`config.mk`:
```
export PLATFORM = sky130hd
export DESIGN_NAME = register_file
export DESIGN_NICKNAME = d
export VERILOG_FILES = /design/src/mips_pkg.sv /design/src/register_file.sv
export SDC_FILE = /design/constraint.sdc
export NUM_CORES = 2
export LEC_CHECK = 0
export BUFFER_PORTS_ARGS = -buffer_cell sky130_fd_sc_hd__buf_4
export CORE_MARGIN = 4
export CORE_UTILIZATION = 40
export CTS_CLUSTER_DIAMETER = 150
export CTS_CLUSTER_SIZE = 20
export DETAILED_ROUTE_END_ITERATION = 10
export PLACE_DENSITY = 0.58
export SKIP_CTS_REPAIR_TIMING = 1
export SYNTH_ARGS = -nofsm -noshare
export SYNTH_HDL_FRONTEND = slang
export SYNTH_SLANG_ARGS = --single-unit
export TNS_END_PERCENT = 30
```
`constraint.sdc`:
```
create_clock -name i_clk -period 5.4 [get_ports i_clk]
set_input_delay 0.81 -clock i_clk [delete_from_list [all_inputs] [get_ports i_clk]]
set_output_delay 0.81 -clock i_clk [all_outputs]
set_load 0.01 [all_outputs]
```
`src/mips_pkg.sv`:
```
`default_nettype none

package mips_pkg;

    typedef logic [31:0] word_t;
    typedef logic [4:0]  reg_addr_t;
    typedef logic [5:0]  imem_addr_t;

    localparam int MEM_DEPTH = 64;

    // Primary opcodes
    localparam logic [5:0] OP_RTYPE = 6'h00;
    localparam logic [5:0] OP_BEQ   = 6'h04;
    localparam logic [5:0] OP_ADDI  = 6'h08;
    localparam logic [5:0] OP_LW    = 6'h23;
    localparam logic [5:0] OP_SW    = 6'h2b;

    // R-type funct field
    localparam logic [5:0] FUNCT_ADD = 6'h20;
    localparam logic [5:0] FUNCT_SUB = 6'h22;
    localparam logic [5:0] FUNCT_AND = 6'h24;
    localparam logic [5:0] FUNCT_OR  = 6'h25;
    localparam logic [5:0] FUNCT_SLT = 6'h2a;

    typedef enum logic [2:0] {
        ALU_ADD = 3'd0,
        ALU_SUB = 3'd1,
        ALU_AND = 3'd2,
        ALU_OR  = 3'd3,
        ALU_SLT = 3'd4
    } alu_op_t;

    typedef enum logic [1:0] {
        FWD_NONE = 2'd0,
        FWD_MEM  = 2'd1,
        FWD_WB   = 2'd2
    } fwd_sel_t;

endpackage

`default_nettype wire

```
`src/register_file.sv`:
```
`timescale 1ns/10ps
`default_nettype none

module register_file
(
    input  wire logic                   i_clk,
    input  wire logic                   i_reset,
    input  wire mips_pkg::reg_addr_t    i_rs,
    input  wire mips_pkg::reg_addr_t    i_rt,
    input  wire logic                   i_we,
    input  wire mips_pkg::reg_addr_t    i_wr_addr,
    input  wire mips_pkg::word_t        i_wr_data,
    output mips_pkg::word_t             o_rs_data,
    output mips_pkg::word_t             o_rt_data
);

    mips_pkg::word_t regs [32];

    // Bypass the write in progress so decode sees the writeback value
    function automatic mips_pkg::word_t read_port(input mips_pkg::reg_addr_t addr);
        if (addr == '0)
            return '0;
        else if (i_we && addr == i_wr_addr)
            return i_wr_data;
        else
            return regs[addr];
    endfunction

    always_ff @(posedge i_clk)
    begin
        if (i_reset)
        begin
            for (int i = 0; i < 32; i++)
                regs[i] <= '0;
        end
        else if (i_we && i_wr_addr != '0)
        begin
            regs[i_wr_addr] <= i_wr_data;
        end
    end

    always_comb
    begin
        o_rs_data = read_port(i_rs);
        o_rt_data = read_port(i_rt);
    end

endmodule

`default_nettype wire

```
# ---- Word-level counts from Yosys, hierarchy flattened
# Memories as Yosys holds them, arrays and structs flattened.
# Cells that the tools add are included.
dict set report classes {
  n_mux 12
  eq_ne 2
  n_reduce_logical 7
}
# cell count
set ops {}
lappend ops {{$mux 32} 5}
lappend ops {{$reduce_or 32->1} 1}
lappend ops {{$eq 5x5->1} 2}
lappend ops {{$logic_not 5->1} 2}
lappend ops {{$mux 1} 6}
lappend ops {{$mux 5} 1}
lappend ops {{$reduce_bool 5->1} 1}
lappend ops {{$logic_and 1x1->1} 3}
dict set report word_totals {
  ram_bits 1024
  elab_cells 22
  n_memories 1
  ff_bits 0
}
# memory words word_bits rd rd_ports_with_merged_regs write_ports line_no
set mem_list {}
lappend mem_list {regs 32 32 2 0 32 register_file.sv:17} ;# mips_pkg::word_t regs [32];

# ---- Logic depth before layout (Yosys ltp)
dict set report logic_depth {
  depth_word 7
  depth_mapped 10
}

# ---- Worst setup path before layout
# No wires, ideal clock.
dict set report synth_path {
  path_kind {input port to output port}
  from {input i_rs[1]}
  to {output o_rs_data[10]}
  arrival_time_ns 2.619
  n_path_buf 3
  required_ns 4.590
  stages 7
  slack_ns 1.971
  cell_sequence {buf_2 -> buf_1 -> clkbuf_1 -> mux4_2 -> a2111oi_0 -> a21oi_1 -> a22o_1}
}
dict set report synth_between {
  elab_chain_len 4
  elab_cells_between_ends 6
}
# element line_no
set synth_rtl {}
lappend synth_rtl {{start, declared} register_file.sv:8} ;# input wire mips_pkg::reg_addr_t i_rs,
lappend synth_rtl {{parallel branches: the longest is 3 deep, another holds $mem_v2 32x32} n/a}
lappend synth_rtl {{$mux 32 *} register_file.sv:21} ;# if (addr == '0)
lappend synth_rtl {{end, declared} register_file.sv:13} ;# output mips_pkg::word_t o_rs_data,
# Mark *: on every way between the ends.

# ---- Worst setup path after layout
dict set report layout_path {
  from {input i_rs[1]}
  to {output o_rs_data[30]}
}
# Same word-level chain as after synthesis.

==> summary.md <==
| Metric | Value |
|---|---|
| Most frequent cells in the layout | `edfxtp_1, and2_1, mux4_2` |
| WP buf/inv | `4` |
| Hold Path Depth | `2` |
| Core Area | `0.136 sq mm` |
| Mapped Area | `0.0547 sq mm` |
| Cell area power density | `277 mW/mm^2` |
| GR Overflow Total | `0` |
| Worst path required time | `4.59 ns` |
| Synth Area per Inst | `14.6 sq um` |
| Global-route wire length before repair | `268,000 um` |
| H-tree depth | `2` |
| Largest net degree at the start of global routing | `64` |
| Max-slew headroom | `0.0978` |
| DRC viols | `0` |
| Leakage | `20.6 nW` |
| Slew of the pin with the lowest slew margin | `1.32 ns` |
| Ports | `114` |
| Root Driver | `clkbuf_16` |
| Fmax | `200 MHz` |
| Routed Antenna Nets | `0` |
| CTS sink cnt | `1,024` |
| Worst min-delay path class | `input pin to flop` |
| Worst setup path class | `input pin to primary output` |
| Top reg by flops | `regs` |
| Worst Hold End | `regs[16][29]` |
| Max Root-Sink Buffers | `3` |
| Synthesis-to-finish area growth | `8.74%` |
| FF+latch count, synth | `1,024` |
| Row cnt | `135` |
| Inserted Clock Buffers | `57` |
| Pins Over Slew Limit | `0` |
| Number of synthesized flops with an enable pin | `1,024` |
| Final-layout fill cell count | `12,070` |
| I/O Buffers | `113` |
| Critical path's slowest cell | `nor3_2` |
| Die height | `378 um` |
| Minimum clock period | `4.99 ns` |
| DR iter-0 viols | `4,627` |
| Initial antenna violation count | `16` |
| Post-synthesis instance total | `3,740` |
| Status | `complete, no violations` |
| Final hold vios | `0` |
| Worst path arrival time | `4.18 ns` |
| Top flop regs | `regs x1024` |
| Delay-heaviest family, CP | `buffers and inverters` |
| Max reg flops | `1,024` |
| Die W | `378 um` |
| Initial Util | `0.403` |
| Main synth FF type | `edfxtp_1` |
| Sequential-to-total area share from yosys stat | `0.562` |
| Crit path top cell by count | `buf_4` |
| Most common cell after layout, fill and taps aside | `edfxtp_1` |
| TritonRoute pass-1 iters | `6` |
| Max_cap viols | `0` |
| TritonCTS clock tree | `done` |
| DIE AREA | `0.143 sq mm` |
| GR Util All Layers | `0.265` |
| Async SR Flop Fraction | `0` |
| Peak fanout along the critical path | `38` |
| VDD IR-drop max | `0.281 mV` |
| Synth cell types | `50` |
| Ys Warns | `0` |
| Vias in the first global route | `34,723` |
| Routed len/inst | `34.9 um` |
| Setup violators final | `0` |
| Vias per std cell | `6.36` |
| Hold Startpoint | `i_wr_data[29]` |
| Final Cycle Share | `0.924` |
| Hpwl dp | `122,000 um` |
| Worst Setup End Kind | `primary output` |
| Slowest stage delay, CP | `1.00 ns` |
| Crit path cell chain | `buf_6 > buf_4 > xnor2_1 > nand4_1 > nor3_2 > buf_4 > a32o_1 > buf_4` |
| Post-layout net count | `3,761` |
| Unrepaired setup endpoints after global routing | `no` |
| Total number of vias | `34,977` |
| Routability congestion estimate | `0.907` |
| Fin Setup TNS | `0 ns` |
| Startpoint type of the worst setup path | `input pin` |
| Worst-path clk slew | `0.09 ns` |
| Final wirelength | `192,000 um` |
| Layout cells sized above 1 | `0.228` |
| Power, Total | `16.5 mW` |
==> synth_stat cells, types with 4 or more instances <==
cell	number	share of area
a2111oi_0	24	0.0038
a211oi_1	7	0.00096
a21oi_1	78	0.0071
a221o_1	13	0.0024
a221oi_1	4	0.00064
a22o_1	55	0.0088
a22oi_1	133	0.018
a31oi_1	7	0.00080
a32oi_1	9	0.0014
and2_1	994	0.11
buf_1	16	0.0011
buf_2	69	0.0063
buf_4	22	0.0030
buf_6	5	0.0010
clkbuf_1	302	0.021
edfxtp_1	1024	0.56
mux2_2	5	0.0010
mux2i_1	281	0.051
mux4_2	388	0.16
nand2_1	35	0.0024
nand3_1	12	0.0011
nand3b_1	5	0.00069
nor2_1	43	0.0029
nor2b_1	6	0.00069
o211ai_1	10	0.0014
o21ai_0	9	0.00082
o221a_2	18	0.0037
o221ai_1	42	0.0067
o22ai_1	41	0.0047
o31ai_1	4	0.00055
o32ai_1	4	0.00064
or2_2	33	0.0038
xnor2_1	10	0.0016
==> area by class of cell <==
class	count	area [sq um]	share of cell area
antenna	5	12.5	0.000210
timing repair buffer	295	2440	0.0410
inverter	2	7.51	0.000126
tap	1781	2230	0.0374
sequential	1024	30700	0.517
clock inverter	4	57.6	0.000967
clock buffer	57	1430	0.0240
multi-input combinational	2331	22600	0.380
==> layer usage <==
layer | vias up | global-route usage | wire, um
met4 | 8 | 0.0958 | 7950
met1 | 18435 | 0.364 | 76500
met2 | 1934 | 0.419 | 89100
met3 | 303 | 0.0517 | 18200
met5 | - | 0 | 57
li1 | 14297 | - | -
==> stage by stage <==
step / utilization / hold slack (ns) / std cells / worst slack [ns] / cell area, sq um
floorplan: - / 1.01 / 3771 / 1.97 / 54800
global placement: 0.428 / 1.38 / 5432 / 0.456 / 58000
detailed placement: 0.428 / 1.38 / 5432 / 0.435 / 58000
CTS: 0.439 / 0.626 / 5493 / 0.434 / 59500
global route: 0.439 / 0.644 / 5494 / 0.426 / 59500
finish: 0.439 / 0.653 / 5499 / 0.408 / 59500
==> report_power, final <==
group,switching [mW],internal (mW),leakage (nW)
registers,0.222,9.17,9.75
logic,1.51,1.02,10.2
clock network,2.68,1.89,0.728
==> cell families after synthesis <==
logic type,Yosys count,synth area share
buffers and inverters,416,0.0323
AO/OA/AOI/OAI,469,0.0645
multiplexers,674,0.212
XOR/XNOR,10,0.00160
other,1,0.0000685
AND/OR/NAND/NOR,1146,0.127
flip-flops,1024,0.562
==> worst max path at each step <==
stage / start / endpoint / slack (ns) / cells past startpoint
2_1_floorplan: i_rs[1] / o_rs_data[10] / 1.97 / 7
3_3_place_gp: i_rs[2] / o_rs_data[4] / 0.46 / 8
3_5_place_dp: i_rs[2] / o_rs_data[4] / 0.43 / 8
4_1_cts: i_rs[2] / o_rs_data[4] / 0.43 / 8
5_1_grt: i_rs[2] / o_rs_data[31] / 0.43 / 8
6_report: i_rs[1] / o_rs_data[30] / 0.41 / 8
No activity file was read; power rests on OpenSTA's default activity.
