<file path="src/mips_pkg.sv">
`default_nettype none

package mips_pkg;

    typedef logic [31:0] word_t;
    typedef logic [4:0]  reg_addr_t;
    typedef logic [5:0]  imem_addr_t;

    localparam int MEM_DEPTH = 64;

    // Primary opcodes
    localparam logic [5:0] OP_RTYPE = 6'h00;
    localparam logic [5:0] OP_BEQ   = 6'h04;
    localparam logic [5:0] OP_ADDI  = 6'h08;
    localparam logic [5:0] OP_LW    = 6'h23;
    localparam logic [5:0] OP_SW    = 6'h2b;

    // R-type funct field
    localparam logic [5:0] FUNCT_ADD = 6'h20;
    localparam logic [5:0] FUNCT_SUB = 6'h22;
    localparam logic [5:0] FUNCT_AND = 6'h24;
    localparam logic [5:0] FUNCT_OR  = 6'h25;
    localparam logic [5:0] FUNCT_SLT = 6'h2a;

    typedef enum logic [2:0] {
        ALU_ADD = 3'd0,
        ALU_SUB = 3'd1,
        ALU_AND = 3'd2,
        ALU_OR  = 3'd3,
        ALU_SLT = 3'd4
    } alu_op_t;

    typedef enum logic [1:0] {
        FWD_NONE = 2'd0,
        FWD_MEM  = 2'd1,
        FWD_WB   = 2'd2
    } fwd_sel_t;

endpackage

`default_nettype wire

</file>
<file path="src/if_stage.sv">
`timescale 1ns/10ps
`default_nettype none

module if_stage
(
    input  wire logic                   i_clk,
    input  wire logic                   i_reset,
    input  wire logic                   i_stall,
    input  wire logic                   i_flush,
    input  wire logic                   i_branch_taken,
    input  wire mips_pkg::word_t        i_branch_target,
    input  wire logic                   i_imem_we,
    input  wire mips_pkg::imem_addr_t   i_imem_addr,
    input  wire mips_pkg::word_t        i_imem_wdata,
    output mips_pkg::word_t             o_instr,
    output mips_pkg::word_t             o_pc4
);

    mips_pkg::word_t pc;
    mips_pkg::word_t pc4;
    mips_pkg::word_t imem [mips_pkg::MEM_DEPTH];

    assign pc4 = pc + 32'd4;

    // Loaded only while reset is held
    always_ff @(posedge i_clk)
    begin
        if (i_imem_we)
            imem[i_imem_addr] <= i_imem_wdata;
    end

    always_ff @(posedge i_clk)
    begin
        if (i_reset)
        begin
            pc      <= '0;
            o_instr <= '0;
        end
        else
        begin
            if (i_branch_taken)
                pc <= i_branch_target;
            else if (!i_stall)
                pc <= pc4;

            // All-zero word decodes as a nop
            if (i_flush)
                o_instr <= '0;
            else if (!i_stall)
                o_instr <= imem[pc[7:2]];
        end
    end

    always_ff @(posedge i_clk)
    begin
        if (!i_stall)
            o_pc4 <= pc4;
    end

endmodule

`default_nettype wire

</file>
<file path="config.mk">
export PLATFORM = sky130hd
export DESIGN_NAME = if_stage
export DESIGN_NICKNAME = d
export VERILOG_FILES = /design/src/mips_pkg.sv /design/src/if_stage.sv
export SDC_FILE = /design/constraint.sdc
export NUM_CORES = 2
export LEC_CHECK = 0
export ABC_CLOCK_PERIOD_IN_PS = 8800
export BUFFER_PORTS_ARGS = -buffer_cell sky130_fd_sc_hd__buf_4
export CAP_MARGIN = 20
export CELL_PAD_IN_SITES_DETAIL_PLACEMENT = 1
export CELL_PAD_IN_SITES_GLOBAL_PLACEMENT = 1
export CORE_ASPECT_RATIO = 0.8
export CORE_MARGIN = 2
export CORE_UTILIZATION = 40
export DETAILED_ROUTE_END_ITERATION = 10
export GPL_TIMING_DRIVEN = 0
export PLACE_DENSITY = 0.67
export SYNTH_ARGS = -nofsm -noshare
export SYNTH_HDL_FRONTEND = slang
export SYNTH_SLANG_ARGS = --single-unit
export TNS_END_PERCENT = 100
</file>
<file path="constraint.sdc">
create_clock -name i_clk -period 8.8 [get_ports i_clk]
set_input_delay 0.88 -clock i_clk [delete_from_list [all_inputs] [get_ports i_clk]]
set_output_delay 0.88 -clock i_clk [all_outputs]
set_load 0.05 [all_outputs]
</file>
# Word-level counts from Yosys, hierarchy flattened
# Memory sizes are Yosys's and may differ from the RTL's. A register that Yosys moved wholly into a read port is not among the register bits.
# Index checks and enable logic that the tools add are counted.
# Widths: inputs -> output; s select.
[word_totals] reg_bits=64 latchBits=0 mem_bits_rw=2048 mem_bits_ro=0 output_inout_bits=64 word_cells=11 mem_count=1
[memory_table] name="imem" words=64 width=32 read_ports=1 rd_clocked_by_memory_dff=1 wr=1 line="if_stage.sv:21" rtl="mips_pkg::word_t imem [mips_pkg::MEM_DEPTH];"
[classes] n_addsub=1 n_mul=0 n_div=0 order_cmp=0 eq_ne=1 shifts=0 mux=4 bitwise=0 reduce_logical=2
[ops] op="$mux 32" count=2
[ops] op="$add 32x3->32 const B" count=1
[ops] op="$mux 1" count=2
[ops] op="$ne 2x1->1 const B" count=1
[ops] op="$reduce_or 2->1" count=1
[ops] op="$logic_not 1->1" count=1

# Logic depth before layout (Yosys ltp)
[depth] word_depth=3 mapped_depth=11 ltp_nobuf=6

# Worst setup path after synthesis
# Ideal clock, no wire load.
[synth_path] kind="input -> register" start="input port i_imem_addr[5]" end="memory imem[48][0] (netlist name) (enable)" setup_time_ns=0.461 arrival_time_ns=3.775 t_required_ns=8.339 setup_slack_ns=4.564 path_stages=4 n_path_buf=1 cell_sequence="clkbuf_1 -> nand3_1 -> or3_1 -> nor3_1"
[synth_lines] item="from (decl)" line="if_stage.sv:13" rtl="input wire mips_pkg::imem_addr_t i_imem_addr,"
[synth_lines] item="to (decl)" line="if_stage.sv:21"
# No word-level cell before the write port.

==> flow_summary_export.csv <==
group,metric,value,unit
cells_and_area,drive_gt1_share,25.6,%
run,max_cap_viol_count,0,
yosys,ys_ff_latch,2144,
yosys,yosys-top-cells-area,"edfxtp_1 76%, mux4_2 12%, mux2i_1 2.8%",
sta,drv_slew,0,
sta,finalCriticalPeriod,4.74,ns
worst_setup_path,worstSetupEndpointType,"flop",
cells_and_area,design_area,95600,µm²
sta,fin_setup_tns,0,ns
floorplanning,ioPinCount,140,
sta,slew_headroom,19.7,%
sta,hold_violations,0,
worst_setup_path,critPathRequiredTime,9.49,ns
clock_network,clk_latency,0.85,ns
global_routing,antenna_found_initial,16,
detailed_routing,routed-wl-met2,120,mm
yosys,yosys.area.top_type,"edfxtp_1",
cells_and_area,finalNetCount,4396,
yosys,synth_top_area_share,75.9,%
clock_network,htree_levels,4,
global_routing,grt_util_all_layers,25.2,%
cells_and_area,final_core_util,46.8,%
pwr,ir_drop,0.000179,V
clock_network,hold_buffers,0,
worst_setup_path,path_common_cell,"buf_2",
clock_network,numCtsBuffers,199,
yosys,yosys.area_share.simple,2.35,%
detailed_routing,wl_met1,106,mm
floorplanning,die_x,511,µm
yosys,synth_edf_count,2080,
sta,min_period_over_period,53.8,%
detailed_routing,routed.top_layer,"met5",
pwr,p_total,0.0216,W
yosys,syn_area,82300,µm²
yosys,syn-mean-instance-area,21.2,µm²
worst_setup_path,crit_arrival,5.42,ns
placed_design,hpwl,176,mm
sta,worst-slew-pin-transition,1.20,ns
yosys,netlist_instances,3884,
yosys,synth-xor-area-share,0.500,%
global_routing,grt_pass1_wl,365,mm
clock_network,root_buffer,"clkbuf_16",
detailed_routing,drt-vias-per-instance,6.12,
placed_design,place.gp.congestion,0.878,
pwr,p_leak,29.7,nW
worst_setup_path,max_stage_delay,0.94,ns
floorplanning,core-area,204000,µm²
worst_setup_path,slowest_stage,"nor2_1",
worst_setup_path,start_kind,"flop",
detailed_routing,drt-initial-drc-count,6819,
clock_network,cts_tree,"built",
sta,rsz0062_at_grt,"false",
global_routing,grt_pass1_vias,44281,
yosys,seq_area_frac_synth,77.4,%
placed_design,portBuffers,133,
pwr,p_per_area,226,nW/µm²
placed_design,post-place-ws,4.43,ns
min_path,hold_path_class,"in -> reg",
detailed_routing,num_vias,44023,
cells_and_area,final_common_cell,"edfxtp_1",
cells_and_area,nFillCells,18680,
floorplanning,initial_core_util,40.3,%
cells_and_area,layout_common_cells,"2080 x edfxtp_1, 445 x mux4_2, 230 x mux2i_1",
clock_network,cts.sinks,2144,
worst_setup_path,crit_chain,"buf_2 -> buf_2 -> buf_2 -> buf_1 -> mux4_2 -> a22oi_1 -> a21oi_1 -> nor2_1 -> a21oi_1",
worst_setup_path,critPathMaxFanout,10,
worst_setup_path,crit_type,"reg -> reg",
yosys,synth-compound-area-share,3.29,%
outcome,outcome,"completed",
clock_network,cts_setup_buffers,0,
sta,fin_worst_skew,0.0360,ns
global_routing,grt_max_degree,65,
yosys,async_reset_ff_share,0,%
yosys,synth_top_family_by_area,"multiplexers",
yosys,ys_warn_count,0,
sta,setup-violations-final,0,
yosys,synth_cell_types,64,
detailed_routing,drcViolationCount,0,
detailed_routing,met3_length,30.5,mm
detailed_routing,drt-total-wl,266,mm
placed_design,place_area,89100,µm²
yosys,synthesis.nets,3961,
floorplanning,die_y,410,µm
clock_network,cts.clk_slew.worst_paths,0.06,ns
floorplanning,dieArea,210000,µm²
sta,fin_ws,4.06,ns
yosys,synthFlopType,"edfxtp_1",
cells_and_area,area_growth,16.1,%
yosys,synth_mux_area_share,15.0,%
clock_network,cts_resized,0,
detailed_routing,wl_per_cell,37.0,µm
yosys,synthAdderAreaFrac,0.0152,%
global_routing,globalRoute.totalOverflow,0,
clock_network,clockBufferDepth,3,
detailed_routing,first_pass_iters,6,
floorplanning,row_count,148,
sta,fmax,0.211,GHz
detailed_routing,ant_nets,0,
## critical path, delay by kind of cell (launching register included)
family	cells	cell delay, ns
and+or+nand+nor	1	0.94
AOI/OAI and AO/OA	3	0.67
buffers and inverters	4	2.16
DFF	1	0.33
muxes	1	0.44
## per-layer routing
layer,GRT usage [%],up-vias
li1,-,17161
met1,35.6,23747
met2,37.8,2672
met3,6.58,439
met4,9.01,4
met5,0,-
## cells by family (layout without fill, tap and decap cells)
group           Yosys count  in the layout
other cells               0              7
simple gates            406            406
flops                  2144           2144
mux                     675            675
compound gates          378            378
fa+ha+maj                 1              1
buf+inv                 233            837
xor+xnor                 47             47
## power breakdown
part	internal (W)	switching [W]
Combinational	0.000508	0.00104
Sequential	0.0113	0.0000442
Clock	0.00483	0.00385
## path summary, 6_finish.rpt
path,startpoint,end,slack (ns),cells past startpoint
max,pc[3]$_SDFFE_PP0N_,o_instr[17]$_SDFFE_PP0N_,4.06,9
min,i_branch_target[1],pc[1]$_SDFFE_PP0P_,0.28,3
min reg2reg,pc[1]$_SDFFE_PP0P_,o_pc4[1]$_DFFE_PN_,0.44,0
max reg2reg,pc[3]$_SDFFE_PP0N_,o_instr[17]$_SDFFE_PP0N_,4.06,9
## synthesized netlist by cell type, types with 14 or more instances
| library cell | instances |
|---|---|
| o221ai_1 | 16 |
| a211oi_1 | 25 |
| dfxtp_1 | 64 |
| and3_1 | 14 |
| nor2_1 | 133 |
| nor4_1 | 14 |
| a22o_1 | 14 |
| nand2_1 | 103 |
| buf_1 | 23 |
| buf_4 | 30 |
| a22oi_1 | 102 |
| mux2i_1 | 230 |
| or3_1 | 18 |
| a21oi_1 | 57 |
| nor3_1 | 25 |
| nand4_1 | 21 |
| edfxtp_1 | 2080 |
| nand2b_1 | 22 |
| o21ai_0 | 37 |
| xnor2_1 | 22 |
| buf_2 | 52 |
| buf_6 | 15 |
| o22ai_1 | 38 |
| xor2_1 | 25 |
| nor2b_1 | 16 |
| mux4_2 | 445 |
| nand3_1 | 19 |
| clkbuf_1 | 101 |
## final cells by class
cell class / instances / area (µm²) / share of cell area, %
Sequential cell: 2144 / 63700 / 66.7
Multi-Input combinational cell: 1507 / 17900 / 18.7
Clock buffer: 261 / 5340 / 5.59
Tap cell: 2700 / 3380 / 3.54
Timing Repair Buffer: 234 / 2920 / 3.05
Buffer: 224 / 1170 / 1.22
Clock inverter: 109 / 1080 / 1.13
Inverter: 9 / 33.8 / 0.0354
Antenna cell: 7 / 17.5 / 0.0183
## stage by stage
stage	hold WS (ns)	std cells
2_1_floorplan	0.408	3884
3_3_place_gp	0.417	6717
3_5_place_dp	0.422	6816
4_1_cts	0.226	7186
5_1_grt	0.269	7194
6_report	0.278	7195
## state kept, by name, summed over array words and instances (netlist names)
signal / cells
o_pc4: 32
imem: 2048
o_instr: 32
pc: 32
(Power assumes the default switching activity.)
