==> config.mk <==
export PLATFORM = sky130hd
export DESIGN_NAME = mem_wb_stage
export DESIGN_NICKNAME = d
export VERILOG_FILES = /design/src/mips_pkg.sv /design/src/mem_wb_stage.sv
export SDC_FILE = /design/constraint.sdc
export NUM_CORES = 2
export LEC_CHECK = 0
export BUFFER_PORTS_ARGS = -buffer_cell sky130_fd_sc_hd__buf_2
export CAP_MARGIN = 25
export CORE_MARGIN = 1
export CORE_UTILIZATION = 50
export CTS_BUF_LIST = sky130_fd_sc_hd__clkbuf_4 sky130_fd_sc_hd__clkbuf_8
export CTS_CLUSTER_DIAMETER = 80
export DETAILED_ROUTE_END_ITERATION = 12
export PLACE_DENSITY = 0.66
export SLEW_MARGIN = 0
export SYNTH_ARGS = -nofsm -noshare
export SYNTH_HDL_FRONTEND = slang
export SYNTH_SLANG_ARGS = --single-unit
==> constraint.sdc <==
create_clock -name i_clk -period 3.3 [get_ports i_clk]
set_input_delay 0 -clock i_clk [delete_from_list [all_inputs] [get_ports i_clk]]
set_output_delay 0 -clock i_clk [all_outputs]
set_load 0.01 [all_outputs]
==> src/mips_pkg.sv <==
`default_nettype none

package mips_pkg;

    typedef logic [31:0] word_t;
    typedef logic [4:0]  reg_addr_t;
    typedef logic [5:0]  imem_addr_t;

    localparam int MEM_DEPTH = 64;

    // Primary opcodes
    localparam logic [5:0] OP_RTYPE = 6'h00;
    localparam logic [5:0] OP_BEQ   = 6'h04;
    localparam logic [5:0] OP_ADDI  = 6'h08;
    localparam logic [5:0] OP_LW    = 6'h23;
    localparam logic [5:0] OP_SW    = 6'h2b;

    // R-type funct field
    localparam logic [5:0] FUNCT_ADD = 6'h20;
    localparam logic [5:0] FUNCT_SUB = 6'h22;
    localparam logic [5:0] FUNCT_AND = 6'h24;
    localparam logic [5:0] FUNCT_OR  = 6'h25;
    localparam logic [5:0] FUNCT_SLT = 6'h2a;

    typedef enum logic [2:0] {
        ALU_ADD = 3'd0,
        ALU_SUB = 3'd1,
        ALU_AND = 3'd2,
        ALU_OR  = 3'd3,
        ALU_SLT = 3'd4
    } alu_op_t;

    typedef enum logic [1:0] {
        FWD_NONE = 2'd0,
        FWD_MEM  = 2'd1,
        FWD_WB   = 2'd2
    } fwd_sel_t;

endpackage

`default_nettype wire

==> src/mem_wb_stage.sv <==
`timescale 1ns/10ps
`default_nettype none

module mem_wb_stage
(
    input  wire logic                   i_clk,
    input  wire logic                   i_reset,
    input  wire mips_pkg::word_t        i_alu_result,
    input  wire mips_pkg::word_t        i_store_data,
    input  wire mips_pkg::word_t        i_branch_target,
    input  wire logic                   i_zero,
    input  wire mips_pkg::reg_addr_t    i_dest,
    input  wire logic                   i_branch,
    input  wire logic                   i_mem_write,
    input  wire logic                   i_mem_read,
    input  wire logic                   i_mem_to_reg,
    input  wire logic                   i_reg_write,
    output logic                        o_branch_taken,
    output mips_pkg::word_t             o_branch_target,
    output logic                        o_wb_en,
    output mips_pkg::reg_addr_t         o_wb_dest,
    output mips_pkg::word_t             o_wb_data,
    output logic                        o_store_valid,
    output mips_pkg::imem_addr_t        o_store_addr,
    output mips_pkg::word_t             o_store_data
);

    mips_pkg::word_t      dmem [mips_pkg::MEM_DEPTH];
    mips_pkg::imem_addr_t addr;
    mips_pkg::word_t      load_q;
    mips_pkg::word_t      alu_q;
    logic                 mem_to_reg_q;

    assign addr            = i_alu_result[7:2];
    assign o_branch_taken  = i_branch && i_zero;
    assign o_branch_target = i_branch_target;

    always_ff @(posedge i_clk)
    begin
        if (i_mem_write)
            dmem[addr] <= i_store_data;
    end

    always_ff @(posedge i_clk)
    begin
        load_q       <= i_mem_read ? dmem[addr] : '0;
        alu_q        <= i_alu_result;
        o_wb_dest    <= i_dest;
        o_store_addr <= addr;
        o_store_data <= i_store_data;
    end

    always_ff @(posedge i_clk)
    begin
        if (i_reset)
        begin
            o_wb_en       <= 1'b0;
            o_store_valid <= 1'b0;
            mem_to_reg_q  <= 1'b0;
        end
        else
        begin
            // Register 0 never retires a write
            o_wb_en       <= i_reg_write && (i_dest != '0);
            o_store_valid <= i_mem_write;
            mem_to_reg_q  <= i_mem_to_reg;
        end
    end

    assign o_wb_data = mem_to_reg_q ? load_q : alu_q;

endmodule

`default_nettype wire

* Yosys cells after proc, flatten, opt, wreduce, memory -nomap -nowiden
Memory sizes are Yosys's and may differ from the RTL's. A register that Yosys moved wholly into a read port is not among the register bits. Index checks and enable logic that the tools add are counted.
Cells by class: multiplexer cells 3, reduce and logical (&&, ||, !) cells 4
Operator list (number):
- 2-to-1 mux 32 bit | 1
- nonzero test 5 bit | 1
- logical AND 1 bit | 2
- 2-to-1 mux 1 bit | 2
- logical NOT 1 bit | 1
Storage, ports and cells: register bits 78, bits in writable memories 2048, input bits 109, output and inout port bits 110, word-level logic and storage cells 15, memories kept 1
Memories:
- dmem | words 64, width 32, read ports 1, clocked after Yosys merged registers in 1, write ports 1, line mem_wb_stage.sv:28 | mips_pkg::word_t dmem [mips_pkg::MEM_DEPTH];

* Longest topological paths before layout
depth after elaboration 2, depth in mapped cells 10, gate-level depth less buffers 5

* Worst setup path before layout
Ideal clock, no wire load.
kind input -> register, start input port i_alu_result[4], end memory dmem[30][0] in the netlist's numbering (enable), setup time 0.421 ns, arrival 2.505 ns, required time 2.879 ns, setup slack 0.374 ns, cell stages on the path 8, buffers on the path 6, cell sequence buf_6 -> buf_4 -> buf_4 -> buf_4 -> buf_4 -> buf_2 -> nand3_1 -> nor2_1
RTL lines:
- start: declaration | line mem_wb_stage.sv:8 | input wire mips_pkg::word_t i_alu_result,
- end: declaration | line mem_wb_stage.sv:28
Straight into the memory's write port.

==> results.sh <==
export IMPL_place_port_buffers=154
export IMPL_synth_largest_area_cell="edfxtp_1"
export IMPL_fp_dieArea_um2=165900
export IMPL_power_switching_fraction=0.2231
export IMPL_final_layout_size_suffix_gt1_frac=0.2578
export IMPL_drc=0
export IMPL_postCtsResizedCells=0
export IMPL_cp_required_ns=4.14
export IMPL_synthMostInstantiatedCell="edfxtp_1"
export IMPL_final_hold_vios=0
export IMPL_timing_clock_skew_ns=0.08355
export IMPL_dp_hpwl_um=139600
export IMPL_setup_viol=0
export IMPL_synth_top_cells_by_area="edfxtp_1 75%, a221oi_1 2.7%, dfxtp_1 2.5%"
export IMPL_switchingPower_uw=12700
export IMPL_layoutNonFillerInstCount=7622
export IMPL_cp_end_kind="register"
export IMPL_grt_antenna_before_repair=9
export IMPL_layout_worst_path_cycle_share=0.8433
export IMPL_dr_pass1_iters=6
export IMPL_overall_global_routing_usage=0.2835
export IMPL_global_route_wire_length_before_repair_um=341200
export IMPL_finalWorstPathRequiredPeriod_ns=2.783
export IMPL_synth_flop_cell="edfxtp_1"
export IMPL_num_rows=148
export IMPL_boundaryPins=219
export IMPL_synth_edff_count=2048
export IMPL_dr_first_iter_drc_count=6652
export IMPL_cts_hold_buffers=136
export IMPL_crit_start="i_alu_result[4]"
export IMPL_mappedNetlistArea_um2=82140
export IMPL_p_clk_frac=0.408
export IMPL_layout_nets=5279
export IMPL_clk_pin_slew_worst_paths_ns=0.06
export IMPL_ys_async_sr_fraction=0
export IMPL_critical_path_startpoint_type="primary input"
export IMPL_cts_repair_timing_setup_buffer_count=0
export IMPL_final_design_area_no_fill_um2=96020
export IMPL_synth_cell_types=62
export IMPL_vdd_drop_max_mv=0.4586
export IMPL_fin_setup_tns_ns=0
export IMPL_worst_hold_startpoint="i_branch_target[2]"
export IMPL_power_share_combinational=0.060
export IMPL_power_per_cell_area_nw_per_um2=593.0
export IMPL_wire_per_inst_um=31.27
export IMPL_critPathArrivalTime_ns=3.62
export IMPL_cap_viol_max_count=0
export IMPL_worst_case_headroom_to_the_max_slew_limit=0.2474
export IMPL_grt_start_max_net_pins=106
export IMPL_floorplan_core_area_um2=163000
export IMPL_route_vias_total=48910
export IMPL_initial_utilization=0.5040
export IMPL_area_growth_pct=16.90
export IMPL_routed_wl_um=238300
export IMPL_netlist_top_cells_count="2048 x edfxtp_1, 255 x a221oi_1, 191 x a22oi_1, 168 x a21oi_1, 162 x nand2_1"
export IMPL_cts_tree="done"
export IMPL_via_per_inst=6.417
export IMPL_cellLeakagePower_uw=0.03116
export IMPL_grt_overflow=0
export IMPL_clkSinkCount=2152
export IMPL_place_detailed_instances=6823
export IMPL_path_max_fanout=47
export IMPL_gp_congestion=0.8627
export IMPL_die_y_um=407.3
export IMPL_setup_worst_path_class="in -> reg"
export IMPL_final_util=0.5892
export IMPL_cts_root_buf="clkbuf_8"
export IMPL_max_freq_ghz=0.3594
export IMPL_cts_buffers_inserted=360
export IMPL_synth_nets=4679
export IMPL_worst_hold_slack_ns=0.000003899
export IMPL_clock_path_buffers=4
export IMPL_ys_seq_elements=2152
export IMPL_maxSlewViolCount=0
export IMPL_placement_cell_area_um2=87260
export IMPL_reg_to_reg_start="dmem[42][14]"
export IMPL_worst_skew_pair_late_latency_ns=1.08
export IMPL_synthCells=4570
export IMPL_power_share_sequential=0.532
export IMPL_worstMarginPinSlew_ns=1.122
export IMPL_die_x_um=407.3
export IMPL_post_synth_cell_area_avg_um2=17.97
export IMPL_antenna_left=0
export IMPL_clock_tree_htree_level_count=5
export IMPL_fraction_of_the_yosys_area_taken_by_sequential_cells=0.7741
export IMPL_cellInternalPower_uw=44240
export IMPL_rsz0062_at_grt="no"
export IMPL_first_global_vias=47930
export IMPL_run_status="complete, no violations"
export IMPL_yosysTopAreaCellShare=0.7487
export IMPL_total_of_warnings_raised_by_yosys=0
export IMPL_hold_class="in -> out"
-- worst max-delay path, cell delays in order --
cell	delay (ns)
dlygate4sd3_1	0.56
buf_8	0.49
buf_4	0.49
buf_12	0.32
mux2_2	0.40
nand2_1	0.07
a21oi_1	0.07
o31ai_1	0.80
a41oi_1	0.26
-- power by group through the flow --
stage                     Combinational (uW)  Sequential, uW  Clock, uW
after floorplan                         1650           30800          0
after global placement                  3090           30900          0
after detailed placement                3150           30900          0
after CTS                               3290           30300      23500
after global routing                    3540           30300      24700
final                                   3390           30300      23300
-- layout by cell type, fill, tap and decap left out, drive strengths merged, types with 7 or more instances in the layout --
cell	count
edfxtp	2048
clkbuf	533
buf	484
a221oi	256
a22oi	191
a21oi	168
nand2	162
dlygate4sd3	146
mux2i	143
mux2	125
o22ai	117
dfxtp	104
a22o	98
nor2	96
clkinv	93
nand3b	90
mux4	90
nand3	52
or3b	45
o221ai	45
a221o	33
nor3	30
o41a	30
o22a	28
a211oi	27
o21ai	25
a41oi	20
and3	18
nor3b	17
o211ai	15
o31ai	13
o2bb2ai	13
a32o	12
nor2b	9
bufinv	7
nand2b	7
-- stage by stage --
step / setup WS, ns / power [uW]
global placement: 0.1814 / 33940
finish: 0.5172 / 56940
global route: 0.4904 / 58540
detailed placement: 0.1616 / 34010
floorplan: 0.3737 / 32440
CTS: 0.5474 / 57090
-- registers in the layout, summed over array words and instances (netlist names) --
name / flops
mem_to_reg_q: 1
o_wb_dest: 5
o_store_data: 32
load_q: 32
o_store_valid: 1
o_wb_en: 1
alu_q: 32
dmem: 2048
-- final cells by class --
cell class	count	area [um^2]
antenna	5	12.51
clock buffer	530	6406
clock inverter	104	629.4
fill	12080	66940
inverter	4	26.28
multi-input combinational	2019	16960
sequential	2152	63580
tap	2175	2721
timing repair buffer	633	5683
-- per-layer routing --
| layer | up-vias | global-route usage | routed length, um |
|---|---|---|---|
| met5 | - | 0 | 18 |
| met2 | 3153 | 0.4392 | 110600 |
| met4 | 4 | 0.09554 | 7383 |
| met3 | 481 | 0.06627 | 27520 |
| met1 | 25060 | 0.3967 | 92840 |
| li1 | 20210 | - | - |
-- path summary, 6_finish.rpt --
kind / endpoint / slack [ns] / cells past startpoint
worst min-delay path: o_branch_target[2] / 0.000004 / 0
worst max register to register: load_q[14] / 0.93 / 5
worst min register to register: load_q[23] / 0.72 / 4
worst max-delay path: load_q[14] / 0.52 / 9
-- kinds of logic after synthesis --
group / count (synthesis) / synth area share
flip-flops: 2152 / 0.7741
AO/OA/AOI/OAI: 1116 / 0.1047
AND/OR/NAND/NOR: 545 / 0.03560
buffers and inverters: 399 / 0.02638
multiplexers: 358 / 0.05924
Power figures use the tool's default switching activity.
