**src/mips_pkg.sv**
```systemverilog
`default_nettype none

package mips_pkg;

    typedef logic [31:0] word_t;
    typedef logic [4:0]  reg_addr_t;
    typedef logic [5:0]  imem_addr_t;

    localparam int MEM_DEPTH = 64;

    // Primary opcodes
    localparam logic [5:0] OP_RTYPE = 6'h00;
    localparam logic [5:0] OP_BEQ   = 6'h04;
    localparam logic [5:0] OP_ADDI  = 6'h08;
    localparam logic [5:0] OP_LW    = 6'h23;
    localparam logic [5:0] OP_SW    = 6'h2b;

    // R-type funct field
    localparam logic [5:0] FUNCT_ADD = 6'h20;
    localparam logic [5:0] FUNCT_SUB = 6'h22;
    localparam logic [5:0] FUNCT_AND = 6'h24;
    localparam logic [5:0] FUNCT_OR  = 6'h25;
    localparam logic [5:0] FUNCT_SLT = 6'h2a;

    typedef enum logic [2:0] {
        ALU_ADD = 3'd0,
        ALU_SUB = 3'd1,
        ALU_AND = 3'd2,
        ALU_OR  = 3'd3,
        ALU_SLT = 3'd4
    } alu_op_t;

    typedef enum logic [1:0] {
        FWD_NONE = 2'd0,
        FWD_MEM  = 2'd1,
        FWD_WB   = 2'd2
    } fwd_sel_t;

endpackage

`default_nettype wire

```
**src/hazard_unit.sv**
```systemverilog
`timescale 1ns/10ps
`default_nettype none

module hazard_unit
(
    input  wire mips_pkg::reg_addr_t    i_id_rs,
    input  wire mips_pkg::reg_addr_t    i_id_rt,
    input  wire mips_pkg::reg_addr_t    i_ex_rs,
    input  wire mips_pkg::reg_addr_t    i_ex_rt,
    input  wire mips_pkg::reg_addr_t    i_ex_rt_dest,
    input  wire logic                   i_ex_mem_read,
    input  wire mips_pkg::reg_addr_t    i_mem_dest,
    input  wire logic                   i_mem_reg_write,
    input  wire mips_pkg::reg_addr_t    i_wb_dest,
    input  wire logic                   i_wb_reg_write,
    input  wire logic                   i_branch_taken,
    output logic                        o_stall,
    output logic                        o_flush,
    output mips_pkg::fwd_sel_t          o_fwd_a,
    output mips_pkg::fwd_sel_t          o_fwd_b
);

    logic load_use;

    // Youngest producer wins
    function automatic mips_pkg::fwd_sel_t fwd_select(input mips_pkg::reg_addr_t src);
        if (i_mem_reg_write && i_mem_dest != '0 && i_mem_dest == src)
            return mips_pkg::FWD_MEM;
        else if (i_wb_reg_write && i_wb_dest != '0 && i_wb_dest == src)
            return mips_pkg::FWD_WB;
        else
            return mips_pkg::FWD_NONE;
    endfunction

    assign load_use = i_ex_mem_read && (i_ex_rt_dest != '0) &&
                      (i_ex_rt_dest == i_id_rs || i_ex_rt_dest == i_id_rt);

    assign o_flush = i_branch_taken;
    assign o_stall = load_use && !i_branch_taken;

    always_comb
    begin
        o_fwd_a = fwd_select(i_ex_rs);
        o_fwd_b = fwd_select(i_ex_rt);
    end

endmodule

`default_nettype wire

```
**config.mk**
```make
export PLATFORM = sky130hd
export DESIGN_NAME = hazard_unit
export DESIGN_NICKNAME = d
export VERILOG_FILES = /design/src/mips_pkg.sv /design/src/hazard_unit.sv
export SDC_FILE = /design/constraint.sdc
export NUM_CORES = 1
export LEC_CHECK = 0
export BUFFER_PORTS_ARGS = -buffer_cell sky130_fd_sc_hd__buf_2
export CORE_AREA = 5 5 42 44
export DETAILED_ROUTE_END_ITERATION = 10
export DIE_AREA = 0 0 47 49
export PLACE_DENSITY = 0.82
export SLEW_MARGIN = 25
export SYNTH_ARGS = -nofsm -noshare
export SYNTH_HDL_FRONTEND = slang
export SYNTH_SLANG_ARGS = --single-unit
```
**constraint.sdc**
```tcl
create_clock -name vclk -period 2.9
set_clock_uncertainty 0.1 [all_clocks]
set_input_delay 0.435 -clock vclk [all_inputs]
set_output_delay 0.435 -clock vclk [all_outputs]
set_load 0.01 [all_outputs]
```
Word-level counts from Yosys, hierarchy flattened
Index checks and enable logic that the tools add are counted.
Operators by class
  eq/ne operators: 6
  mux-type cells: 4
  reduce and logical (&&, ||, !) cells: 14
Operator list (count)
  5-bit equality test: 6
  5-bit nonzero test: 3
  1-bit logical AND: 9
  2-bit two-way mux: 4
  1-bit zero test: 1
  1-bit logical OR: 1
Word-level totals
  register bits after elaboration: 0
  output and inout port bits: 6
  word-level logic and storage cells: 24

Longest topological paths before layout
Gate-level depths: netlist of the first run.
  word-level depth: 5
  gate-level depth with buffers: 4
  gate-level depth less buffers: 4

Worst setup path after synthesis of the first run
Ideal clock, no wire load.
  path type: input -> output
  start: in i_mem_dest[1]
  end: out o_fwd_a[1]
  arrival: 1579 ps
  required time: 2365 ps
  setup slack: 786 ps
  stages: 4
  cells stage by stage: or4_1 > o21ai_2 > nor4_1 > nor4_2
Between the ends
  cells in the longest elaborated chain, start to end: 4
  elaborated cells on any way between the ends: 5
  classes of those cells: 1 x eq/ne; 1 x mux; 3 x reduce/logical
Ends and longest elaborated chain
  start, declared: line hazard_unit.sv:12  | input wire mips_pkg::reg_addr_t i_mem_dest,
  5-bit nonzero test: line hazard_unit.sv:27  | if (i_mem_reg_write && i_mem_dest != '0 && i_mem_dest == src)
  1-bit logical AND: line hazard_unit.sv:27
  1-bit logical AND (*): line hazard_unit.sv:27
  2-bit two-way mux (*): line hazard_unit.sv:27
  end, declared: line hazard_unit.sv:19  | output mips_pkg::fwd_sel_t o_fwd_a,
Mark *: on every way between the ends. The rest lies on a longest branch, timed or not.

Final worst setup path of the first run
  start: in i_mem_dest[1]
  end: out o_fwd_b[1]
Between the ends
  cells in the longest elaborated chain, start to end: 4
  elaborated cells on any way between the ends: 5
  classes of those cells: 1 x eq/ne; 1 x mux; 3 x reduce/logical
Ends and longest elaborated chain
  5-bit nonzero test: line hazard_unit.sv:27
  1-bit logical AND: line hazard_unit.sv:27
  1-bit logical AND (*): line hazard_unit.sv:27
  2-bit two-way mux (*): line hazard_unit.sv:27
  end, declared: line hazard_unit.sv:20  | output mips_pkg::fwd_sel_t o_fwd_b
Marks and branches as above.

==> results of run 1 <==
-- cells by family (layout without fill, tap and decap cells) --
kind of cell	after synthesis	after routing	synth area share, %
buffers and inverters	1	45	1.85
and+or+nand+nor	16	16	27.5
AOI/OAI and AO/OA	4	4	5.86
xor gates and xnor gates	30	30	64.8
-- per-stage QoR --
stage / worst slack (ps) / hold WS [ps] / power, µW / util (%)
after floorplan: 786 / 862 / 39.6 / -
after global placement: 643 / 971 / 83.2 / 45.9
after detailed placement: 605 / 974 / 85.3 / 45.9
after CTS: 610 / 974 / 85.6 / 45.9
after global routing: 532 / 992 / 94.3 / 45.9
final: 611 / 970 / 84.6 / 45.9
-- how the worst max path moves through the flow --
stage          depth (start not counted)          start    endpoint
2_1_floorplan                          4  i_mem_dest[1]  o_fwd_a[1]
3_3_place_gp                           6  i_mem_dest[1]  o_fwd_b[1]
3_5_place_dp                           6  i_mem_dest[1]  o_fwd_b[1]
4_1_cts                                6  i_mem_dest[1]  o_fwd_b[1]
5_1_grt                                6  i_mem_dest[1]  o_fwd_b[1]
6_report                               6  i_mem_dest[1]  o_fwd_b[1]
-- metal layers --
metal / global-route usage, % / vias up
met2: 19.9 / 24
met4: 0 / 0
met1: 16.5 / 227
met3: 0.738 / 0
li1: - / 269
met5: 0 / -
-- final cells by class --
cell class / instances / area [µm²] / area share, %
Tap cell: 16 / 20.0 / 3.11
Multi-Input combinational cell: 50 / 398 / 61.9
Timing Repair Buffer: 45 / 225 / 35.0
-- worst max-delay path: cells and delay by family --
family | cells | cell delay (ps)
and+or+nand+nor | 3 | 890
buffers and inverters | 2 | 280
AOI/OAI and AO/OA | 1 | 150
-- cell usage in the layout (no fill, tap or decap) --
master    n
buf_2    45
xor2_1   20
xnor2_1  10
or4_1     5
nand3_1   4
nor4_1    2
nor3_1    2
nor4_2    2
o21ai_2   1
nor2b_1   1
o21ai_0   1
a21oi_1   1
o21ai_1   1
-- report_power, final --
part / total (µW) / leakage [µW] / internal, µW / switching [µW]
combinational: 84.6 / 0.000311 / 44.8 / 39.7
sequential: 0 / 0 / 0 / 0
clock: 0 / 0 / 0 / 0
==> results.py, run 1 <==
metrics = {
    "run_status": {
        "status": "finished clean",
    },
    "hold_path": {
        "hp-start": "i_branch_taken",
        "holdPathStages": 2,
        "whs_endpoint": "o_flush",
        "hold_path.class": "input port to primary output",
    },
    "sta": {
        "period_needed_ps": 2290,
        "hold_viol": 0,
        "finalSetupViolations": 0,
        "slew_viol_final": 0,
        "tightest_slew_ps": 501,
        "period_share_pct": 78.9,
        "max_freq_mhz": 437,
        "rsz0062_at_grt": "false",
        "relSlewSlack_pct": 66.3,
        "tns_ps": 0,
    },
    "critical_path": {
        "crit_type": "input port to primary output",
        "cp_common_cell": "buf_2",
        "cp_max_fo": 3,
        "crit_required_ps": 2370,
        "cp-end-kind": "primary output",
        "cpPeakStageDelay_ps": 540,
        "worstSetupStartpointType": "input port",
        "critPathSlowestCell": "or4_1",
        "path_cells": "buf_2 > or4_1 > o21ai_2 > nor4_1 > nor4_2 > buf_2",
        "worst-endpoint-arrival_ps": 1750,
    },
    "floorplanning": {
        "core_area_mm2": 0.00140,
        "fp.dieW_um": 47,
        "rows": 14,
        "initial_utilization_pct": 28.9,
        "dieArea_mm2": 0.00230,
        "ioPinCount": 45,
        "dieHeight_um": 49,
    },
    "synthesis": {
        "yosysMostFrequentCell": "xor2_1",
        "synth_area_leaders": "xor2_1 43%, xnor2_1 22%, or4_1 9.3%",
        "synth.avg_cell_area_um2": 7.95,
        "yosysSeqAreaShare_pct": 0,
        "synthCells": 51,
        "netlist-cell-type-count": 13,
        "ys_warn_count": 0,
        "syn_nets": 90,
        "synth_area_um2": 405,
        "synth_commonest_cells": "20 x xor2_1, 10 x xnor2_1, 5 x or4_1",
        "synth_top_area_cell": "xor2_1",
        "synth_top_area_share_pct": 43.2,
    },
    "detailed_routing": {
        "drtAntennaViolNets": 0,
        "met1_length_um": 549,
        "met3_length_um": 114,
        "drc": 0,
        "vias_per_cell": 4.68,
        "drt_iter0_drc": 6,
        "vias": 520,
        "topRoutingLayerUsed": "met3",
        "routedWlPerCell_um": 11.9,
        "firstDrtPassIters": 4,
        "wl_met2_um": 656,
        "routed_wl_um": 1320,
    },
    "final_layout": {
        "nFillCells": 156,
        "final-seq-area_um2": 0,
        "clock_buffers": 0,
        "stdcell_area_um2": 643,
        "final_nets": 136,
        "antennaDiodeCount": 0,
        "drive_gt1_share_pct": 50.5,
        "design.seq.count": 0,
        "syn_to_final_growth_pct": 58.6,
        "final_cells": 111,
    },
    "place": {
        "dp.cells": 111,
        "placement.io_buffers": 45,
        "dp_hpwl_um": 1280,
        "postPlaceCellArea_um2": 643,
        "gp_congestion": 0.741,
    },
    "job": {
        "drv_cap": 0,
    },
    "power": {
        "powerDensity_mw_per_mm2": 131,
        "p_leak_uw": 0.000311,
        "ir_worst_vdd_mv": 0.0682,
    },
    "global_route": {
        "antenna_found_initial": 0,
        "track_usage_pct": 11.6,
        "grt_max_degree": 4,
        "grt_pass1_vias": 535,
        "grt_pass1_wl_um": 2150,
        "globalRouteOverflowTotal": 0,
    },
    "clocking": {
        "cts-hold-fix-buffers": 0,
        "postCtsSetupBuffers": 0,
        "cts.repair.resized": 0,
    },
}
No activity file was read; power rests on OpenSTA's default activity.
==> run 2: changes to the inputs <==
--- a/config.mk
+++ b/config.mk
@@ -9,7 +9,7 @@
 export CORE_AREA = 5 5 42 44
 export DETAILED_ROUTE_END_ITERATION = 10
 export DIE_AREA = 0 0 47 49
-export PLACE_DENSITY = 0.82
+export PLACE_DENSITY = 0.85
 export SLEW_MARGIN = 25
 export SYNTH_ARGS = -nofsm -noshare
 export SYNTH_HDL_FRONTEND = slang
==> constraint.sdc (replaced) <==
create_clock -name vclk -period 1.8
set_clock_uncertainty 0.1 [all_clocks]
set_input_delay 0.27 -clock vclk [all_inputs]
set_output_delay 0.27 -clock vclk [all_outputs]
set_load 0.01 [all_outputs]
==> run 2 against run 1 <==
Effect of this change: the flow now finishes with violations (negative setup slack); sequential share of layout area unchanged; flip-flop and latch count unchanged; cell count rose by 5.4%; via count increased by 5.0%; total power increased by 110%; combinational power increased by 110%; critical path type unchanged; largest cell class unchanged; largest power group unchanged; highest routed layer is now met4.
==> results.py, run 2 (synthesized netlist as in run 1, its figures left out) <==
metrics = {
    "final_layout": {
        "final_nets": 142,
        "drive_gt1_share_pct": 58.4,
        "final_cell_mix": "35 x buf_2, 20 x xor2_1, 10 x xnor2_1",
        "final-seq-area_um2": 0,
        "final_common_cell": "buf_2",
        "clock_buffers": 0,
        "antennaDiodeCount": 0,
        "nFillCells": 140,
        "multi_input_area_um2": 447,
        "design.seq.count": 0,
        "syn_to_final_growth_pct": 96.3,
    },
    "floorplanning": {
        "rows": 14,
        "ioPinCount": 45,
        "initial_utilization_pct": 28.9,
        "core_area_mm2": 0.00140,
        "dieArea_mm2": 0.00230,
        "dieHeight_um": 49,
        "fp.dieW_um": 47,
    },
    "sta": {
        "finalSetupViolations": 3,
        "tns_ps": -138,
        "layout_setup_ws_ps": -81.6,
        "hold_viol": 0,
        "max_freq_mhz": 531,
        "period_share_pct": 105,
        "period_needed_ps": 1880,
        "tightest_slew_ps": 260,
        "slew_viol_final": 0,
        "relSlewSlack_pct": 82.6,
        "rsz0062_at_grt": "true",
    },
    "critical_path": {
        "worst-endpoint-arrival_ps": 1510,
        "crit_required_ps": 1430,
        "cp_max_fo": 2,
        "crit_type": "input port to primary output",
        "worstSetupStartpointType": "input port",
        "cp-end-kind": "primary output",
    },
    "global_route": {
        "antenna_found_initial": 0,
        "grt_max_degree": 4,
        "globalRouteOverflowTotal": 0,
        "grt_pass1_vias": 601,
        "grt_pass1_wl_um": 2430,
        "track_usage_pct": 13.2,
    },
    "run_status": {
        "status": "complete, but fails checks",
        "violations": "negative setup slack",
    },
    "detailed_routing": {
        "vias": 546,
        "vias_per_cell": 4.67,
        "drt_iter0_drc": 5,
        "routed_wl_um": 1500,
        "drc": 0,
        "routedWlPerCell_um": 12.8,
        "firstDrtPassIters": 2,
        "drtAntennaViolNets": 0,
    },
    "power": {
        "powerDensity_mw_per_mm2": 219,
        "p_leak_uw": 0.000368,
        "ir_worst_vdd_mv": 0.101,
    },
    "job": {
        "drv_cap": 0,
    },
    "place": {
        "placement.io_buffers": 45,
        "gp_congestion": 0.816,
        "pre_cts_ws_ps": -183,
        "dp_hpwl_um": 1350,
    },
    "clocking": {
        "cts-hold-fix-buffers": 0,
        "postCtsSetupBuffers": 0,
    },
    "hold_path": {
        "hold_path.class": "input port to primary output",
    },
}
run 2: layout make-up:
type	count	share of cell area, %
Multi-Input combinational cell	50	56.1
Timing Repair Buffer	51	41.4
Tap cell	16	2.52
run 2: layer usage:
metal	GRT usage, %	vias up	part of all wire, %
li1	-	280	-
met1	16.5	244	36
met2	24.0	20	56
met3	1.48	2	6.7
met4	0.922	0	0.80
met5	0	-	0
run 2: stage by stage:
stage,utilization (%),instances,hold slack (ps),power (µW),instance area [µm²]
global route,56.8,117,650,189,796
CTS,56.1,117,644,171,786
floorplan,-,51,532,63.9,405
global placement,49.1,117,641,141,688
finish,56.8,117,642,174,796
detailed placement,49.1,117,644,146,688
run 2: worst max-delay path, cell delays in order:
cell	delay, ps
buf_6	90
or4_4	550
o21ai_4	230
nor4_4	60
nor4_2	140
buf_2	170
run 2: final timing paths:
| path | from | end | slack, ps | cells past startpoint |
|---|---|---|---|---|
| worst min-delay path | i_branch_taken | o_flush | 640 | 2 |
| worst max-delay path | i_mem_dest[3] | o_fwd_a[1] | -80 | 6 |
run 2: repair_timing:
action | 4_1_cts | 5_1_grt
gates resized for setup | 18 | 2
pin swaps | 11 | 0
setup endpoints to repair | 3 | 3
run 2: power breakdown:
| group | switching (µW) | total [µW] | internal (µW) |
|---|---|---|---|
| Sequential | 0 | 0 | 0 |
| Combinational | 77.7 | 174 | 96.5 |
| Clock | 0 | 0 | 0 |
| Total | 77.7 | 174 | 96.5 |
==> run 3: changes to the inputs <==
--- a/config.mk
+++ b/config.mk
@@ -9,7 +9,7 @@
 export CORE_AREA = 5 5 42 44
 export DETAILED_ROUTE_END_ITERATION = 10
 export DIE_AREA = 0 0 47 49
-export PLACE_DENSITY = 0.85
+export PLACE_DENSITY = 0.82
 export SLEW_MARGIN = 25
 export SYNTH_ARGS = -nofsm -noshare
 export SYNTH_HDL_FRONTEND = slang
==> constraint.sdc (replaced) <==
create_clock -name vclk -period 1.78
set_clock_uncertainty 0.1 [all_clocks]
set_input_delay 0.267 -clock vclk [all_inputs]
set_output_delay 0.267 -clock vclk [all_outputs]
set_load 0.01 [all_outputs]
==> run 3 against run 2 <==
Effect of this change: the run still ends with negative setup slack left; combinational power increased by 2%; first-iteration DRC count increased by 120%; sequential share of layout area unchanged; worst setup slack got worse by 41 ps; total power increased by 2.2%; flip-flop and latch count unchanged; final area increased by 0.31%; worst hold slack got worse by 7.5 ps; global-route usage increased by 1.5 points; wire length increased by 9.1%; largest power group unchanged; highest routed layer is now met3.
==> results.py, run 3 (synthesized netlist as in run 1, its figures left out) <==
metrics = {
    "sta": {
        "max_freq_mhz": 526,
        "relSlewSlack_pct": 81.1,
        "period_needed_ps": 1900,
        "period_share_pct": 107,
        "tightest_slew_ps": 283,
        "rsz0062_at_grt": "true",
        "layout_setup_ws_ps": -122,
        "slew_viol_final": 0,
        "hold_viol": 0,
        "finalSetupViolations": 4,
    },
    "place": {
        "placement.io_buffers": 45,
        "dp_hpwl_um": 1340,
        "postPlaceCellArea_um2": 696,
        "gp_congestion": 0.739,
    },
    "final_layout": {
        "final_common_cell": "buf_2",
        "clock_buffers": 0,
        "syn_to_final_growth_pct": 96.9,
        "final_nets": 145,
        "final-seq-area_um2": 0,
        "final_cell_mix": "40 x buf_2, 20 x xor2_1, 9 x xnor2_1",
        "antennaDiodeCount": 0,
        "stdcell_area_um2": 798,
        "drive_gt1_share_pct": 59.6,
        "design.seq.count": 0,
        "fin_util_pct": 57.0,
    },
    "global_route": {
        "track_usage_pct": 14.7,
        "grt_pass1_vias": 621,
        "grt_pass1_wl_um": 2610,
        "antenna_found_initial": 0,
        "globalRouteOverflowTotal": 0,
        "grt_max_degree": 4,
    },
    "detailed_routing": {
        "drtAntennaViolNets": 0,
        "vias": 555,
        "routed_wl_um": 1640,
        "vias_per_cell": 4.63,
        "firstDrtPassIters": 4,
        "drc": 0,
        "drt_iter0_drc": 11,
        "routedWlPerCell_um": 13.6,
    },
    "critical_path": {
        "cp_max_fo": 2,
        "path_cells": "buf_6 > or4_4 > o21ai_4 > buf_6 > nor4_4 > nor4_2 > buf_2",
        "cp_common_cell": "buf_6",
        "crit_required_ps": 1410,
        "critPathSlowestCell": "or4_4",
        "cp-end-kind": "primary output",
        "worst-endpoint-arrival_ps": 1540,
        "cpPeakStageDelay_ps": 540,
        "crit_type": "input port to primary output",
        "worstSetupStartpointType": "input port",
    },
    "power": {
        "seqPwrFrac_pct": 0,
        "p_clk_share_pct": 0,
        "p_comb_share_pct": 100.0,
        "switchingPower_uw": 82.6,
        "powerDensity_mw_per_mm2": 223,
        "p_int_uw": 95.5,
        "p_leak_uw": 0.000377,
        "ir_worst_vdd_mv": 0.109,
        "p_sw_share_pct": 46.4,
    },
    "hold_path": {
        "hold_path.class": "input port to primary output",
    },
    "floorplanning": {
        "rows": 14,
        "dieArea_mm2": 0.00230,
        "initial_utilization_pct": 28.9,
        "fp.dieW_um": 47,
        "dieHeight_um": 49,
        "ioPinCount": 45,
        "core_area_mm2": 0.00140,
    },
    "run_status": {
        "violations": "negative setup slack",
        "status": "complete, but fails checks",
    },
    "job": {
        "drv_cap": 0,
    },
}
-- run 3: final timing paths --
kind / start / end / slack [ps] / depth (start not counted)
setup / recovery: i_mem_dest[3] / o_fwd_a[1] / -120 / 7
hold / removal: i_branch_taken / o_flush / 630 / 2
-- run 3: metrics by stage --
step,total power (µW),setup TNS (ps),setup slack (ps),hold slack [ps],cells
after floorplan,64.6,0,2.15,526,51
after global routing,195,-573,-192,656,120
after detailed placement,149,-443,-198,638,118
after global placement,145,-268,-136,635,118
after CTS,174,-416,-132,638,120
final,178,-387,-122,634,120
-- run 3: per-layer routing --
metal | GRT usage, % | wire length (µm) | vias up
li1 | - | - | 286
met1 | 17.4 | 615 | 247
met2 | 28.7 | 907 | 22
met3 | 0.738 | 114 | 0
met4 | 0 | 0 | 0
met5 | 0 | 0 | -
-- run 3: cell type report --
class	instances	area [µm²]
fill	144	603
multi-input combinational	50	450
timing repair buffer	54	328
tap	16	20.0
-- run 3: critical path: cells and delay by family --
kind	cells	cell delay, ps
simple gates	3	710
buf+inv	3	390
compound gates	1	170
-- run 3: what timing repair did --
item / 4_1_cts / 5_1_grt
resized for setup: 14 / 1
pin swaps: 7 / 3
hold buffers: 0 / 0
gates cloned: 0 / 0
setup endpoints to repair: 4 / 4
buffers inserted: 2 / 0
-- run 3: power groups by stage --
stage          Combinational (µW)  Clock [µW]  Sequential [µW]
3_5_place_dp                  149           0                0
4_1_cts                       174           0                0
3_3_place_gp                  145           0                0
2_1_floorplan                64.6           0                0
5_1_grt                       195           0                0
6_report                      178           0                0
